## src/sifh_pkg.sv

```systemverilog
package sifh_pkg;

    localparam int pixel_num         = 4;
    localparam int bin_num           = 16;
    localparam int bin_w             = $clog2(bin_num);
    localparam int pixel_w           = $clog2(pixel_num);
    localparam int time_w            = 8;
    localparam int count_w           = 8;   // saturates at 255
    localparam int acq_w             = 8;
    localparam int samples_per_pixel = 2;
    localparam int smp_w             = $clog2(samples_per_pixel);
    localparam int ram_depth         = pixel_num * bin_num;
    localparam int addr_w            = $clog2(ram_depth);

    localparam int apb_aw = 12;
    localparam int apb_dw = 32;

    localparam logic [apb_aw-1:0] reg_ctrl      = 12'h000;
    localparam logic [apb_aw-1:0] reg_status    = 12'h004;
    localparam logic [apb_aw-1:0] reg_peak_base = 12'h010;
    localparam logic [apb_aw-1:0] reg_hist_base = 12'h100;

    typedef logic [time_w-1:0]  time_t;
    typedef logic [bin_w-1:0]   bin_t;
    typedef logic [count_w-1:0] count_t;
    typedef logic [addr_w-1:0]  ram_addr_t;   // {pixel, bin}
    typedef logic [pixel_w-1:0] pixel_t;
    typedef logic [acq_w-1:0]   acq_t;

    typedef enum logic [1:0] {bld_idle, bld_accept, bld_write} build_state_t;
    typedef enum logic [1:0] {pk_idle, pk_clear, pk_wait_frame, pk_scan} peak_state_t;

endpackage

```

## src/hist_ram.sv

```systemverilog
`timescale 1ns/1ps

module hist_ram
    import sifh_pkg::*;
(
    input  logic      clk,
    input  logic      we,
    input  ram_addr_t addr,
    input  count_t    wdata,
    output count_t    rdata
);

    count_t mem [ram_depth];

    // read returns the old word on a write to the same address
    always_ff @(posedge clk) begin
        if (we) begin
            mem[addr] <= wdata;
        end
        rdata <= mem[addr];
    end

endmodule

```

## src/ram_arbiter.sv

```systemverilog
`timescale 1ns/1ps

module ram_arbiter
    import sifh_pkg::*;
(
    input  logic      clk,
    input  logic      res,
    input  logic      bld_req,
    input  logic      bld_we,
    input  ram_addr_t bld_addr,
    input  count_t    bld_wdata,
    output logic      bld_gnt,
    input  logic      pk_req,
    input  logic      pk_we,
    input  ram_addr_t pk_addr,
    input  count_t    pk_wdata,
    output logic      pk_gnt,
    input  logic      apb_req,
    input  logic      apb_we,
    input  ram_addr_t apb_addr,
    input  count_t    apb_wdata,
    output logic      apb_gnt,
    output count_t    rd_data,
    output logic      ram_we,
    output ram_addr_t ram_addr,
    output count_t    ram_wdata,
    input  count_t    ram_rdata
);

    logic   rd_pend;   // a read was granted last cycle
    count_t rd_hold;

    // peak finder > builder > apb
    assign pk_gnt  = pk_req;
    assign bld_gnt = bld_req & ~pk_req;
    assign apb_gnt = apb_req & ~pk_req & ~bld_req;

    always_comb begin
        ram_we    = 1'b0;
        ram_addr  = '0;
        ram_wdata = '0;
        if (pk_gnt) begin
            ram_we    = pk_we;
            ram_addr  = pk_addr;
            ram_wdata = pk_wdata;
        end else if (bld_gnt) begin
            ram_we    = bld_we;
            ram_addr  = bld_addr;
            ram_wdata = bld_wdata;
        end else if (apb_gnt) begin
            ram_we    = apb_we;
            ram_addr  = apb_addr;
            ram_wdata = apb_wdata;
        end
    end

    // hold the last read word until the next granted read
    assign rd_data = rd_pend ? ram_rdata : rd_hold;

    always_ff @(posedge clk or negedge res) begin
        if (!res) begin
            rd_pend <= 1'b0;
        end else begin
            rd_pend <= (pk_gnt | bld_gnt | apb_gnt) & ~ram_we;
        end
    end

    always_ff @(posedge clk) begin
        rd_hold <= rd_data;
    end

endmodule

```

## src/hist_builder.sv

```systemverilog
`timescale 1ns/1ps

module hist_builder
    import sifh_pkg::*;
(
    input  logic      clk,
    input  logic      res,
    input  logic      hit_valid,
    input  time_t     hit_time,
    output logic      hit_ready,
    input  logic      build_go,
    input  acq_t      acq_num,
    output logic      frame_done,
    output logic      req,
    output logic      we,
    output ram_addr_t addr,
    output count_t    wdata,
    input  logic      gnt,
    input  count_t    rd_data
);

    build_state_t     state;
    logic [smp_w-1:0] in_cnt;
    pixel_t           pix_cnt;
    acq_t             acq_cnt;
    ram_addr_t        wr_addr;
    bin_t             hit_bin;
    logic             last_in;
    logic             last_pix;
    logic             last_acq;

    assign hit_bin  = hit_time[time_w-1 -: bin_w];
    assign last_in  = in_cnt == smp_w'(samples_per_pixel - 1);
    assign last_pix = pix_cnt == pixel_t'(pixel_num - 1);
    assign last_acq = acq_cnt == acq_num - 8'd1;

    // read is issued together with the accept, write follows
    assign req       = (state == bld_accept) ? hit_valid : (state == bld_write);
    assign we        = state == bld_write;
    assign addr      = (state == bld_write) ? wr_addr : {pix_cnt, hit_bin};
    assign wdata     = (rd_data == '1) ? rd_data : rd_data + 1'b1;   // saturate
    assign hit_ready = (state == bld_accept) & gnt;

    always_ff @(posedge clk or negedge res) begin
        if (!res) begin
            state      <= bld_idle;
            in_cnt     <= '0;
            pix_cnt    <= '0;
            acq_cnt    <= '0;
            frame_done <= 1'b0;
        end else begin
            frame_done <= 1'b0;
            case (state)
                bld_idle: begin
                    if (build_go) begin
                        state   <= bld_accept;
                        in_cnt  <= '0;
                        pix_cnt <= '0;
                        acq_cnt <= '0;
                    end
                end
                bld_accept: begin
                    if (hit_ready) begin
                        state <= bld_write;
                    end
                end
                bld_write: begin
                    if (gnt) begin
                        state  <= bld_accept;
                        in_cnt <= last_in ? '0 : in_cnt + 1'b1;
                        if (last_in) begin
                            pix_cnt <= last_pix ? '0 : pix_cnt + 1'b1;
                            if (last_pix) begin
                                acq_cnt <= acq_cnt + 1'b1;
                                if (last_acq) begin
                                    state      <= bld_idle;
                                    frame_done <= 1'b1;
                                end
                            end
                        end
                    end
                end
                default: state <= bld_idle;
            endcase
        end
    end

    always_ff @(posedge clk) begin
        if (hit_ready) begin
            wr_addr <= addr;
        end
    end

endmodule

```

## src/peak_finder.sv

```systemverilog
`timescale 1ns/1ps

module peak_finder
    import sifh_pkg::*;
(
    input  logic      clk,
    input  logic      res,
    input  logic      start,
    output logic      build_go,
    input  logic      frame_done,
    output logic      scan_done,
    output logic      req,
    output logic      we,
    output ram_addr_t addr,
    output count_t    wdata,
    input  logic      gnt,
    input  count_t    rd_data,
    output logic      peak_valid,
    output pixel_t    peak_pixel,
    output bin_t      peak_bin,
    output count_t    peak_count
);

    peak_state_t state;
    ram_addr_t   cnt;        // clear / scan address
    logic        issuing;    // scan reads left to issue
    logic        vld;        // rd_data holds a scan word
    ram_addr_t   vld_addr;
    count_t      max_cnt;
    bin_t        max_bin;
    bin_t        vld_bin;
    pixel_t      vld_pix;
    logic        higher;
    count_t      new_cnt;
    bin_t        new_bin;

    assign vld_bin = vld_addr[bin_w-1:0];
    assign vld_pix = vld_addr[addr_w-1:bin_w];
    assign higher  = (vld_bin == '0) || (rd_data > max_cnt);   // ties keep lower bin
    assign new_cnt = higher ? rd_data : max_cnt;
    assign new_bin = higher ? vld_bin : max_bin;

    always_comb begin
        req   = 1'b0;
        we    = 1'b0;
        addr  = cnt;
        wdata = '0;
        case (state)
            pk_clear: begin
                req = 1'b1;
                we  = 1'b1;
            end
            pk_wait_frame: begin
                req  = frame_done;   // first scan read in the frame_done cycle
                addr = '0;
            end
            pk_scan: req = issuing;
            default: req = 1'b0;
        endcase
    end

    assign build_go = (state == pk_clear) & gnt & (cnt == ram_addr_t'(ram_depth - 1));

    always_ff @(posedge clk or negedge res) begin
        if (!res) begin
            state      <= pk_idle;
            cnt        <= '0;
            issuing    <= 1'b0;
            vld        <= 1'b0;
            peak_valid <= 1'b0;
            scan_done  <= 1'b0;
        end else begin
            peak_valid <= 1'b0;
            scan_done  <= 1'b0;
            vld        <= req & gnt & ~we;
            case (state)
                pk_idle: begin
                    if (start) begin
                        state <= pk_clear;
                        cnt   <= '0;
                    end
                end
                pk_clear: begin
                    if (gnt) begin
                        cnt <= cnt + 1'b1;
                    end
                    if (build_go) begin
                        state <= pk_wait_frame;
                    end
                end
                pk_wait_frame: begin
                    if (frame_done && gnt) begin
                        state   <= pk_scan;
                        cnt     <= ram_addr_t'(1);
                        issuing <= 1'b1;
                    end
                end
                pk_scan: begin
                    if (issuing && gnt) begin
                        cnt     <= cnt + 1'b1;
                        issuing <= cnt != '1;
                    end
                    if (vld && vld_bin == '1) begin
                        peak_valid <= 1'b1;
                        if (vld_pix == '1) begin
                            scan_done <= 1'b1;
                            state     <= pk_idle;
                        end
                    end
                end
                default: state <= pk_idle;
            endcase
        end
    end

    always_ff @(posedge clk) begin
        vld_addr <= addr;
        if (vld) begin
            max_cnt <= new_cnt;
            max_bin <= new_bin;
        end
        if (vld && vld_bin == '1) begin
            peak_pixel <= vld_pix;
            peak_bin   <= new_bin;
            peak_count <= new_cnt;
        end
    end

endmodule

```

## src/sifh_apb_regs.sv

```systemverilog
`timescale 1ns/1ps

module sifh_apb_regs
    import sifh_pkg::*;
(
    input  logic              clk,
    input  logic              res,
    input  logic              psel,
    input  logic              penable,
    input  logic              pwrite,
    input  logic [apb_aw-1:0] paddr,
    input  logic [apb_dw-1:0] pwdata,
    output logic [apb_dw-1:0] prdata,
    output logic              pready,
    output logic              pslverr,
    output logic              start,
    output acq_t              acq_num,
    input  logic              peak_valid,
    input  pixel_t            peak_pixel,
    input  bin_t              peak_bin,
    input  count_t            peak_count,
    input  logic              scan_done,
    output logic              done,
    output logic              req,
    output logic              we,
    output ram_addr_t         addr,
    output count_t            wdata,
    input  logic              gnt,
    input  count_t            rd_data
);

    logic   busy;
    logic   hist_ack;   // RAM word is on rd_data
    logic   access;
    logic   sel_ctrl;
    logic   sel_status;
    logic   sel_peak;
    logic   sel_hist;
    logic   hist_rd;
    logic   mapped;
    pixel_t peak_sel;
    bin_t   peak_bin_q [pixel_num];
    count_t peak_cnt_q [pixel_num];

    assign access     = psel & penable;
    assign sel_ctrl   = paddr == reg_ctrl;
    assign sel_status = paddr == reg_status;
    assign sel_peak   = paddr[apb_aw-1:4] == reg_peak_base[apb_aw-1:4];
    assign sel_hist   = paddr[apb_aw-1:8] == reg_hist_base[apb_aw-1:8];
    assign hist_rd    = access & sel_hist & ~pwrite;
    assign peak_sel   = paddr[pixel_w+1:2];
    assign mapped     = sel_ctrl | (~pwrite & (sel_status | sel_peak | sel_hist));

    // raw bin reads only, never writes
    assign req   = hist_rd & ~hist_ack;
    assign we    = 1'b0;
    assign addr  = paddr[addr_w+1:2];
    assign wdata = '0;

    assign pready  = access & (~hist_rd | hist_ack);
    assign pslverr = pready & ~mapped;

    always_comb begin
        prdata = '0;
        if (hist_ack) begin
            prdata[count_w-1:0] = rd_data;
        end else if (sel_ctrl) begin
            prdata[8 +: acq_w] = acq_num;
        end else if (sel_status) begin
            prdata[1:0] = {done, busy};
        end else if (sel_peak) begin
            prdata[bin_w-1:0]    = peak_bin_q[peak_sel];
            prdata[8 +: count_w] = peak_cnt_q[peak_sel];
        end
    end

    always_ff @(posedge clk or negedge res) begin
        if (!res) begin
            start    <= 1'b0;
            acq_num  <= 8'd1;
            busy     <= 1'b0;
            done     <= 1'b0;
            hist_ack <= 1'b0;
        end else begin
            start    <= 1'b0;
            hist_ack <= hist_rd & gnt & ~hist_ack;
            if (access && pwrite && sel_ctrl && !busy) begin   // ignored while busy
                acq_num <= pwdata[8 +: acq_w];
                start   <= pwdata[0];
            end
            if (start) begin
                busy <= 1'b1;
                done <= 1'b0;
            end else if (scan_done) begin
                busy <= 1'b0;
                done <= 1'b1;
            end
        end
    end

    always_ff @(posedge clk) begin
        if (peak_valid) begin
            peak_bin_q[peak_pixel] <= peak_bin;
            peak_cnt_q[peak_pixel] <= peak_count;
        end
    end

endmodule

```

## src/sifh_top.sv

```systemverilog
`timescale 1ns/1ps

module sifh_top
    import sifh_pkg::*;
(
    input  logic              clk,
    input  logic              res,
    input  logic              psel,
    input  logic              penable,
    input  logic              pwrite,
    input  logic [apb_aw-1:0] paddr,
    input  logic [apb_dw-1:0] pwdata,
    output logic [apb_dw-1:0] prdata,
    output logic              pready,
    output logic              pslverr,
    input  logic              hit_valid,
    input  time_t             hit_time,
    output logic              hit_ready,
    output logic              done
);

    logic      bld_req, bld_we, bld_gnt;
    ram_addr_t bld_addr;
    count_t    bld_wdata;
    logic      pk_req, pk_we, pk_gnt;
    ram_addr_t pk_addr;
    count_t    pk_wdata;
    logic      apb_req, apb_we, apb_gnt;
    ram_addr_t apb_addr;
    count_t    apb_wdata;
    count_t    rd_data;
    logic      ram_we;
    ram_addr_t ram_addr;
    count_t    ram_wdata, ram_rdata;
    logic      start, build_go, frame_done, scan_done;
    acq_t      acq_num;
    logic      peak_valid;
    pixel_t    peak_pixel;
    bin_t      peak_bin;
    count_t    peak_count;

    hist_ram i_ram (
        .clk, .we(ram_we), .addr(ram_addr), .wdata(ram_wdata), .rdata(ram_rdata)
    );

    ram_arbiter i_arb (
        .clk, .res,
        .bld_req, .bld_we, .bld_addr, .bld_wdata, .bld_gnt,
        .pk_req, .pk_we, .pk_addr, .pk_wdata, .pk_gnt,
        .apb_req, .apb_we, .apb_addr, .apb_wdata, .apb_gnt,
        .rd_data, .ram_we, .ram_addr, .ram_wdata, .ram_rdata
    );

    hist_builder i_bld (
        .clk, .res, .hit_valid, .hit_time, .hit_ready, .build_go, .acq_num, .frame_done,
        .req(bld_req), .we(bld_we), .addr(bld_addr), .wdata(bld_wdata),
        .gnt(bld_gnt), .rd_data
    );

    peak_finder i_pk (
        .clk, .res, .start, .build_go, .frame_done, .scan_done,
        .req(pk_req), .we(pk_we), .addr(pk_addr), .wdata(pk_wdata),
        .gnt(pk_gnt), .rd_data,
        .peak_valid, .peak_pixel, .peak_bin, .peak_count
    );

    sifh_apb_regs i_regs (
        .clk, .res, .psel, .penable, .pwrite, .paddr, .pwdata, .prdata, .pready, .pslverr,
        .start, .acq_num, .peak_valid, .peak_pixel, .peak_bin, .peak_count, .scan_done, .done,
        .req(apb_req), .we(apb_we), .addr(apb_addr), .wdata(apb_wdata),
        .gnt(apb_gnt), .rd_data
    );

endmodule

```

## config.mk

```make
export PLATFORM = sky130hd
export DESIGN_NAME = sifh_top
export DESIGN_NICKNAME = d
export VERILOG_FILES = /design/src/sifh_pkg.sv /design/src/hist_ram.sv /design/src/ram_arbiter.sv /design/src/hist_builder.sv /design/src/peak_finder.sv /design/src/sifh_apb_regs.sv /design/src/sifh_top.sv
export SDC_FILE = /design/constraint.sdc
export NUM_CORES = 1
export LEC_CHECK = 0
export BUFFER_PORTS_ARGS = -buffer_cell sky130_fd_sc_hd__buf_2
export CAP_MARGIN = 15
export CORE_AREA = 2 2 306 248
export DETAILED_ROUTE_END_ITERATION = 10
export DIE_AREA = 0 0 308 250
export PLACE_DENSITY = 0.53
export SKIP_LAST_GASP = 1
export SYNTH_ARGS = -nofsm -noshare
export SYNTH_HDL_FRONTEND = slang
export SYNTH_SLANG_ARGS = --single-unit
```

## constraint.sdc

```tcl
create_clock -name clk -period 5 [get_ports clk]
set_input_delay 0.25 -clock clk [delete_from_list [all_inputs] [get_ports clk]]
set_output_delay 0.25 -clock clk [all_outputs]
set_load 0.02 [all_outputs]
```

==> results of run 1 <==
==> cells in the mapped netlist (all sizes together) (18+ instances only) <==
cell type  count  area share
a2111oi       33       0.011
a211oi        29      0.0080
a21boi        28      0.0078
a21oi         28      0.0053
buf           90       0.021
clkbuf        40      0.0056
dfrtp         38       0.035
dfxtp         22       0.016
edfxtp       592        0.66
ha            18      0.0083
inv           25      0.0035
mux2          23      0.0097
mux2i         77       0.028
nand2        376       0.052
nand3        259       0.048
nand4         24      0.0055
nor2         125       0.017
o21ai         26      0.0048
==> power groups by stage <==
stage / clock [W] / combinational [W] / sequential, W
final: 0.00504 / 0.00672 / 0.00676
after global routing: 0.00537 / 0.00735 / 0.00679
after CTS: 0.00515 / 0.00675 / 0.00675
after detailed placement: 0 / 0.00670 / 0.00687
after global placement: 0 / 0.00663 / 0.00686
after floorplan: 0 / 0.00453 / 0.00679
==> repair_timing <==
action                                 CTS  global route
buffers inserted                         0             0
hold buffers                            14             0
setup endpoints to repair                0             0
endpoints found under the hold margin   51             0
==> layer usage <==
layer / wire length, µm / global-route usage
met1: 32800 / 0.266
met2: 31300 / 0.276
met3: 3990 / 0.0351
met4: 1620 / 0.0464
met5: 115 / 0.00943
==> area by class of cell <==
class / count / area share
Clock inverter: 33 / 0.0135
Tap cell: 966 / 0.0388
Timing Repair Buffer: 172 / 0.0406
Clock buffer: 88 / 0.0573
Inverter: 25 / 0.00301
Sequential cell: 653 / 0.616
Multi-Input combinational cell: 1239 / 0.231
==> flip-flops by register name, summed over array words and instances, names as in the netlist, 2 cells and up <==
register and count:
i_bld.wr_addr 6, i_pk.peak_pixel 2, i_pk.vld_addr 6, i_regs.peak_cnt_q 32, i_pk.peak_count 8, i_pk.peak_bin 4, i_regs.acq_num 8, i_pk.max_cnt 8
i_bld.pix_cnt 2, i_pk.state 2, i_arb.rd_hold 8, i_regs.peak_bin_q 16, i_ram.mem 512, i_ram.rdata 8, i_bld.acq_cnt 8, i_pk.cnt 6
i_pk.max_bin 4, i_bld.state 2
==> kinds of logic (layout without fill, tap and decap cells) <==
group	count (synthesis)	after routing
multiplexers	112	112
buffers and inverters	155	318
flip-flops	653	653
adder cells (fa/ha/maj)	18	18
XOR/XNOR	17	17
AND/OR/NAND/NOR	871	871
other	1	16
AO/OA/AOI/OAI	205	205
==> worst max-delay path, delay by kind of cell (launching register included) <==
| kind | cells | cell delay (ps) |
|---|---|---|
| simple gates | 4 | 1310 |
| buf+inv | 1 | 170 |
| fa+ha+maj | 1 | 390 |
| mux | 2 | 480 |
| compound gates | 3 | 1640 |
| flops | 1 | 430 |
==> path summary, 6_finish.rpt <==
path                                   from                  to  slack, ps  cells past startpoint
setup reg to reg              i_pk.state[0]      i_ram.rdata[5]        420                     11
hold / removal                       pwrite   i_regs.acq_num[0]        190                      6
max in group asynchronous               res         i_pk.cnt[3]       4100                      2
setup / recovery              i_pk.state[0]      i_ram.rdata[5]        420                     11
hold reg to reg            i_pk.vld_addr[5]  i_pk.peak_pixel[1]        450                      0
min in group asynchronous               res     i_pk.peak_valid        320                      2
==> per-stage QoR <==
| stage | instance area, µm² | worst slack [ps] | hold WS (ps) | utilization | total power (W) |
|---|---|---|---|---|---|
| floorplan | 27100 | 83.2 | -45.6 | - | 0.0113 |
| global placement | 28800 | 448 | 428 | 0.388 | 0.0135 |
| detailed placement | 28800 | 475 | 427 | 0.388 | 0.0136 |
| CTS | 31200 | 454 | 155 | 0.420 | 0.0186 |
| global route | 31200 | 160 | 200 | 0.420 | 0.0195 |
| finish | 31200 | 420 | 186 | 0.420 | 0.0185 |
==> key figures, run 1 <==
Status
  • Status: finished, final reports clean

Yosys
  • Fraction of synthesized area in multiplexers: 0.0481
  • Post-synthesis register bit count: 653
  • Largest family of logic cells by synthesized area: simple AND/OR/NAND/NOR gates
  • Post-synthesis simple-gate area fraction: 0.144
  • Top_reg_cell synth: edfxtp_1
  • Register area share after synthesis: 0.709
  • EDFF count, synth: 592
  • Syn Std Cell Area: 27100 µm²
  • Synth Warn #: 0
  • Distinct cells, synth: 72
  • Post-Synth Adder-Cell Area: 0.00831
  • Async set-reset flop share out of synthesis: 0.0597
  • Post-Synth XOR/XNOR Area: 0.00550
  • Post-Synthesis Cells: 2032
  • Synth Area in Compound Gates: 0.0548
  • Avg Cell Area, Syn: 13.3 µm²

Floorplanning
  • IO Count: 94
  • Core area: 74300 µm²
  • Initial core utilization: 0.364
  • DIE WIDTH: 308 µm
  • Std cell rows: 90
  • Die footprint: 77000 µm²
  • Die H: 250 µm

Clock network
  • H-Tree Depth: 3
  • Clk slew on worst S/H paths: 60 ps
  • Cells resized by post-CTS repair: 0
  • Clock tree buffer depth: 3
  • Worst-skew pair later-pin latency: 620 ps
  • CTS sink cnt: 653
  • CTS root buffer: clkbuf_16
  • TritonCTS Buffers: 66
  • CTS tree: yes

STA
  • Setup TNS: 0 ps
  • RSZ-0062 raised after global routing: false
  • Final hold vios: 0
  • Worst slew margin: 0.240
  • Setup violations, final: 0
  • Final min period: 4580 ps
  • Setup Skew: 38.9 ps
  • Actual slew at the worst max-slew pin: 1110 ps
  • Slew Limit Fails: 0
  • Max Clk Rate: 218 MHz
  • Final critical-path share of the clock period: 0.916

Global route
  • Vias in the first global route: 16400
  • First-pass GRT wire length: 105000 µm
  • Total global routing track utilization: 0.182
  • Largest net degree at the start of global routing: 81
  • Initial antenna violation count: 1
  • GRT overflow: 0

Route
  • Vias per inst: 5.27
  • Drt pass-1 iters: 6
  • 1st-iter DRT viols: 1448
  • Wire per inst: 22.0 µm
  • # DRC: 0
  • Antenna Nets Post-Route: 0
  • Total number of vias: 16700
  • Final wirelength: 69800 µm

Power
  • PwrDens: 594 nW/µm²
  • Gate power share: 0.363
  • Flop pwr share: 0.365
  • Internal power: 0.0115 W
  • Clock share of power: 0.272
  • LEAKAGE: 11.3 nW
  • Sw Ratio: 0.378
  • NetSw: 0.00701 W
  • Peak VDD IR: 0.000543 V

Critical path
  • CP Class: flop to flop
  • Crit path launch type: flop
  • Crit path arrival time: 5080 ps
  • Required @ worst endpoint: 5500 ps
  • Critical Path Max Stage Delay: 810 ps
  • Max Fanout on Critical Path: 76
  • Critical path, cell by cell: inv_1, ha_1, nand2_1, a21oi_2, a211o_1, nand2_8, mux2i_1, mux2i_1, a2111oi_0, nand4_1, or3_1
  • Crit end category: flop
  • Slowest-stage cell, CP: a2111oi_0
  • CP dominant cell by count: mux2i_1

Final layout
  • Number of antenna repair diodes: 0
  • Layout cells sized above 1: 0.140
  • # fillers: 6844
  • Layout Cells excl Fill: 3176
  • Area of the multi-input gates: 7210 µm²
  • Most common cell after layout, fill and taps aside: edfxtp_1
  • Final net count: 2233
  • Register area: 19200 µm²
  • Commonest cells after routing, fill and taps aside: 592 x edfxtp_1, 375 x nand2_1, 259 x nand3_1
  • Area Growth Syn to Fin: 15.1%

Flow run
  • # Max-Cap Violations: 0

Placement
  • Routability cong.: 0.824
  • Dpl cells: 3041
  • Port Buffers: 50
  • Hpwl dp: 43400 µm

Hold path
  • Hold Path Class: primary input to flop
Note: power is estimated with default switching activity, not from simulation.
==> run 2, diff against run 1 <==
--- a/config.mk
+++ b/config.mk
@@ -10,7 +10,7 @@
 export CORE_AREA = 2 2 306 248
 export DETAILED_ROUTE_END_ITERATION = 10
 export DIE_AREA = 0 0 308 250
-export PLACE_DENSITY = 0.53
+export PLACE_DENSITY_LB_ADDON = 0.1
 export SKIP_LAST_GASP = 1
 export SYNTH_ARGS = -nofsm -noshare
 export SYNTH_HDL_FRONTEND = slang
==> constraint.sdc (replaced) <==
create_clock -name clk -period 4.9 [get_ports clk]
set_input_delay 0.245 -clock clk [delete_from_list [all_inputs] [get_ports clk]]
set_output_delay 0.245 -clock clk [all_outputs]
set_load 0.02 [all_outputs]
==> key figures, run 2 (synthesis results as in run 1) <==
Critical path
  • Crit path arrival time: 4900 ps (-180 ps)
  • Max Fanout on Critical Path: 71 (-6.6%)
  • Required @ worst endpoint: 5390 ps (-110 ps)
  • Crit path launch type: flop
  • Crit end category: flop
  • Critical path, cell by cell: inv_1, ha_1, nand2_1, a21oi_2, a211o_1, nand2_8, buf_12, mux2i_1, a2111oi_0, a2111oi_0, buf_4, nand4_1, or3_1
  • CP dominant cell by count: a2111oi_0
  • CP Class: flop to flop
  • Slowest-stage cell, CP: a2111oi_0
  • Critical Path Max Stage Delay: 650 ps (-160 ps)

Global route
  • First-pass GRT wire length: 106000 µm (+0.62%)
  • Largest net degree at the start of global routing: 80 (-1.2%)
  • Total global routing track utilization: 0.185 (+0.00373)
  • GRT overflow: 0 (unchanged)
  • Vias in the first global route: 16200 (-1.6%)
  • Initial antenna violation count: 0 (-1)

Final layout
  • Reg with most FFs: i_ram.mem
  • # fillers: 6828 (-0.23%)
  • Largest regs: i_ram.mem x512, i_regs.peak_cnt_q x32, i_regs.peak_bin_q x16
  • Commonest cells after routing, fill and taps aside: 592 x edfxtp_1, 375 x nand2_1, 259 x nand3_1
  • Area Growth Syn to Fin: 15.8%
  • Layout Cells excl Fill: 3184 (+0.25%)
  • Layout cells sized above 1: 0.145 (+0.00497)
  • Most common cell after layout, fill and taps aside: edfxtp_1
  • Max reg flops: 512 (unchanged)
  • Final net count: 2238 (+0.22%)

STA
  • Setup TNS: 0 ps (unchanged)
  • Final min period: 4410 ps (-166 ps)
  • Final critical-path share of the clock period: 0.901 (-0.0152)
  • Final hold vios: 0 (unchanged)
  • Slew Limit Fails: 0 (unchanged)
  • Setup violations, final: 0 (unchanged)
  • RSZ-0062 raised after global routing: false
  • Setup Skew: 20.1 ps (-18.8 ps)
  • Worst slew margin: 0.204 (-0.0359)
  • Max Clk Rate: 227 MHz (+3.8%)
  • Actual slew at the worst max-slew pin: 1160 ps (+52.5 ps)

Floorplanning
  • Die H: 250 µm (unchanged)
  • Initial core utilization: 0.364 (unchanged)
  • Core area: 74300 µm² (unchanged)
  • Std cell rows: 90 (unchanged)
  • IO Count: 94 (unchanged)
  • Die footprint: 77000 µm² (unchanged)
  • DIE WIDTH: 308 µm (unchanged)

Clock network
  • Worst-skew pair later-pin latency: 620 ps (about the same)
  • Clk slew on worst S/H paths: 60 ps (about the same)
  • Post-CTS setup buffer count: 0 (unchanged)
  • TritonCTS Buffers: 70 (+6.1%)
  • CTS tree: yes
  • CTS root buffer: clkbuf_16
  • Cells resized by post-CTS repair: 0 (unchanged)
  • Post-CTS Hold Buffers: 14 (unchanged)
  • H-Tree Depth: 3 (unchanged)
  • CTS sink cnt: 653 (unchanged)
  • Clock tree buffer depth: 3 (unchanged)

Route
  • Final wirelength: 70800 µm (+1.4%)
  • Wire per inst: 22.2 µm (+1.2%)
  • Total number of vias: 16600 (-0.80%)
  • 1st-iter DRT viols: 1370 (-5.4%)
  • Antenna Nets Post-Route: 0 (unchanged)
  • # DRC: 0 (unchanged)
  • Drt pass-1 iters: 5 (-1)
  • Vias per inst: 5.21 (-1.1%)

Power
  • Clock share of power: 0.283 (+0.011)
  • Sw Ratio: 0.370 (-0.00818)
  • Peak VDD IR: 0.000374 V (-31%)
  • Gate power share: 0.355 (-0.008)
  • PwrDens: 606 nW/µm² (+2.1%)
  • NetSw: 0.00704 W (+0.46%)
  • Internal power: 0.0120 W (+4.0%)
  • LEAKAGE: 11.4 nW (+0.71%)
  • Flop pwr share: 0.362 (-0.003)

Placement
  • Routability cong.: 0.825 (+0.18%)
  • Port Buffers: 50 (unchanged)
  • Dpl cells: 3042 (+0.033%)
  • Hpwl dp: 44900 µm (+3.4%)

Flow run
  • # Max-Cap Violations: 0 (unchanged)

Status
  • Status: finished, final reports clean

Hold path
  • Hold Path Class: primary input to flop
## run 2: layer usage
metal	routed length, µm	GRT usage	vias to the layer above
met5	0	0	-
met4	1100	0.0378	0
met3	3220	0.0299	77
met2	32200	0.289	391
met1	34300	0.273	8329
li1	-	-	7800
## run 2: final cells by class
cell class                      instances  area [µm²]  area share
Sequential cell                       653       19200       0.612
Timing Repair Buffer                  173        1300      0.0413
Antenna cell                            1        2.50   0.0000798
Clock buffer                           92        1960      0.0625
Clock inverter                         35         382      0.0122
Multi-Input combinational cell       1239        7230       0.230
Inverter                               25        93.8     0.00299
Tap cell                              966        1210      0.0385
## run 2: worst max-delay path, delay by kind of cell, from the launching register on
family	cells	cell delay, ps
flops	1	420
simple gates	4	950
fa+ha+maj	1	400
compound gates	4	1610
mux	1	190
buf+inv	3	680
## run 2: power groups by stage
stage | Clock (W) | Combinational, W | Sequential (W)
2_1_floorplan | 0 | 0.00463 | 0.00692
3_3_place_gp | 0 | 0.00676 | 0.00699
3_5_place_dp | 0 | 0.00681 | 0.00700
4_1_cts | 0.00552 | 0.00685 | 0.00689
5_1_grt | 0.00573 | 0.00744 | 0.00692
6_report | 0.00538 | 0.00675 | 0.00689
## run 2: final timing paths
| check | startpoint | to | slack, ps | cells after the start |
|---|---|---|---|---|
| min in group asynchronous | res | i_regs.acq_num[2] | 310 | 2 |
| hold reg to reg | i_pk.vld_addr[4] | i_pk.peak_pixel[0] | 460 | 0 |
| max in group asynchronous | res | i_bld.state[1] | 3990 | 2 |
| hold / removal | pwrite | i_regs.acq_num[0] | 170 | 6 |
| setup / recovery | i_pk.state[0] | i_ram.rdata[1] | 490 | 13 |
| setup reg to reg | i_pk.state[0] | i_ram.rdata[1] | 490 | 13 |
## run 2: stage by stage
stage	instance area (µm²)	utilization	setup slack, ps	power (W)	hold WS [ps]
final	31400	0.422	485	0.0190	174
after global routing	31400	0.422	156	0.0201	175
after CTS	31400	0.422	316	0.0192	133
after detailed placement	28900	0.389	327	0.0138	441
after global placement	28900	0.389	385	0.0137	426
after floorplan	27100	-	325	0.0116	-50.6
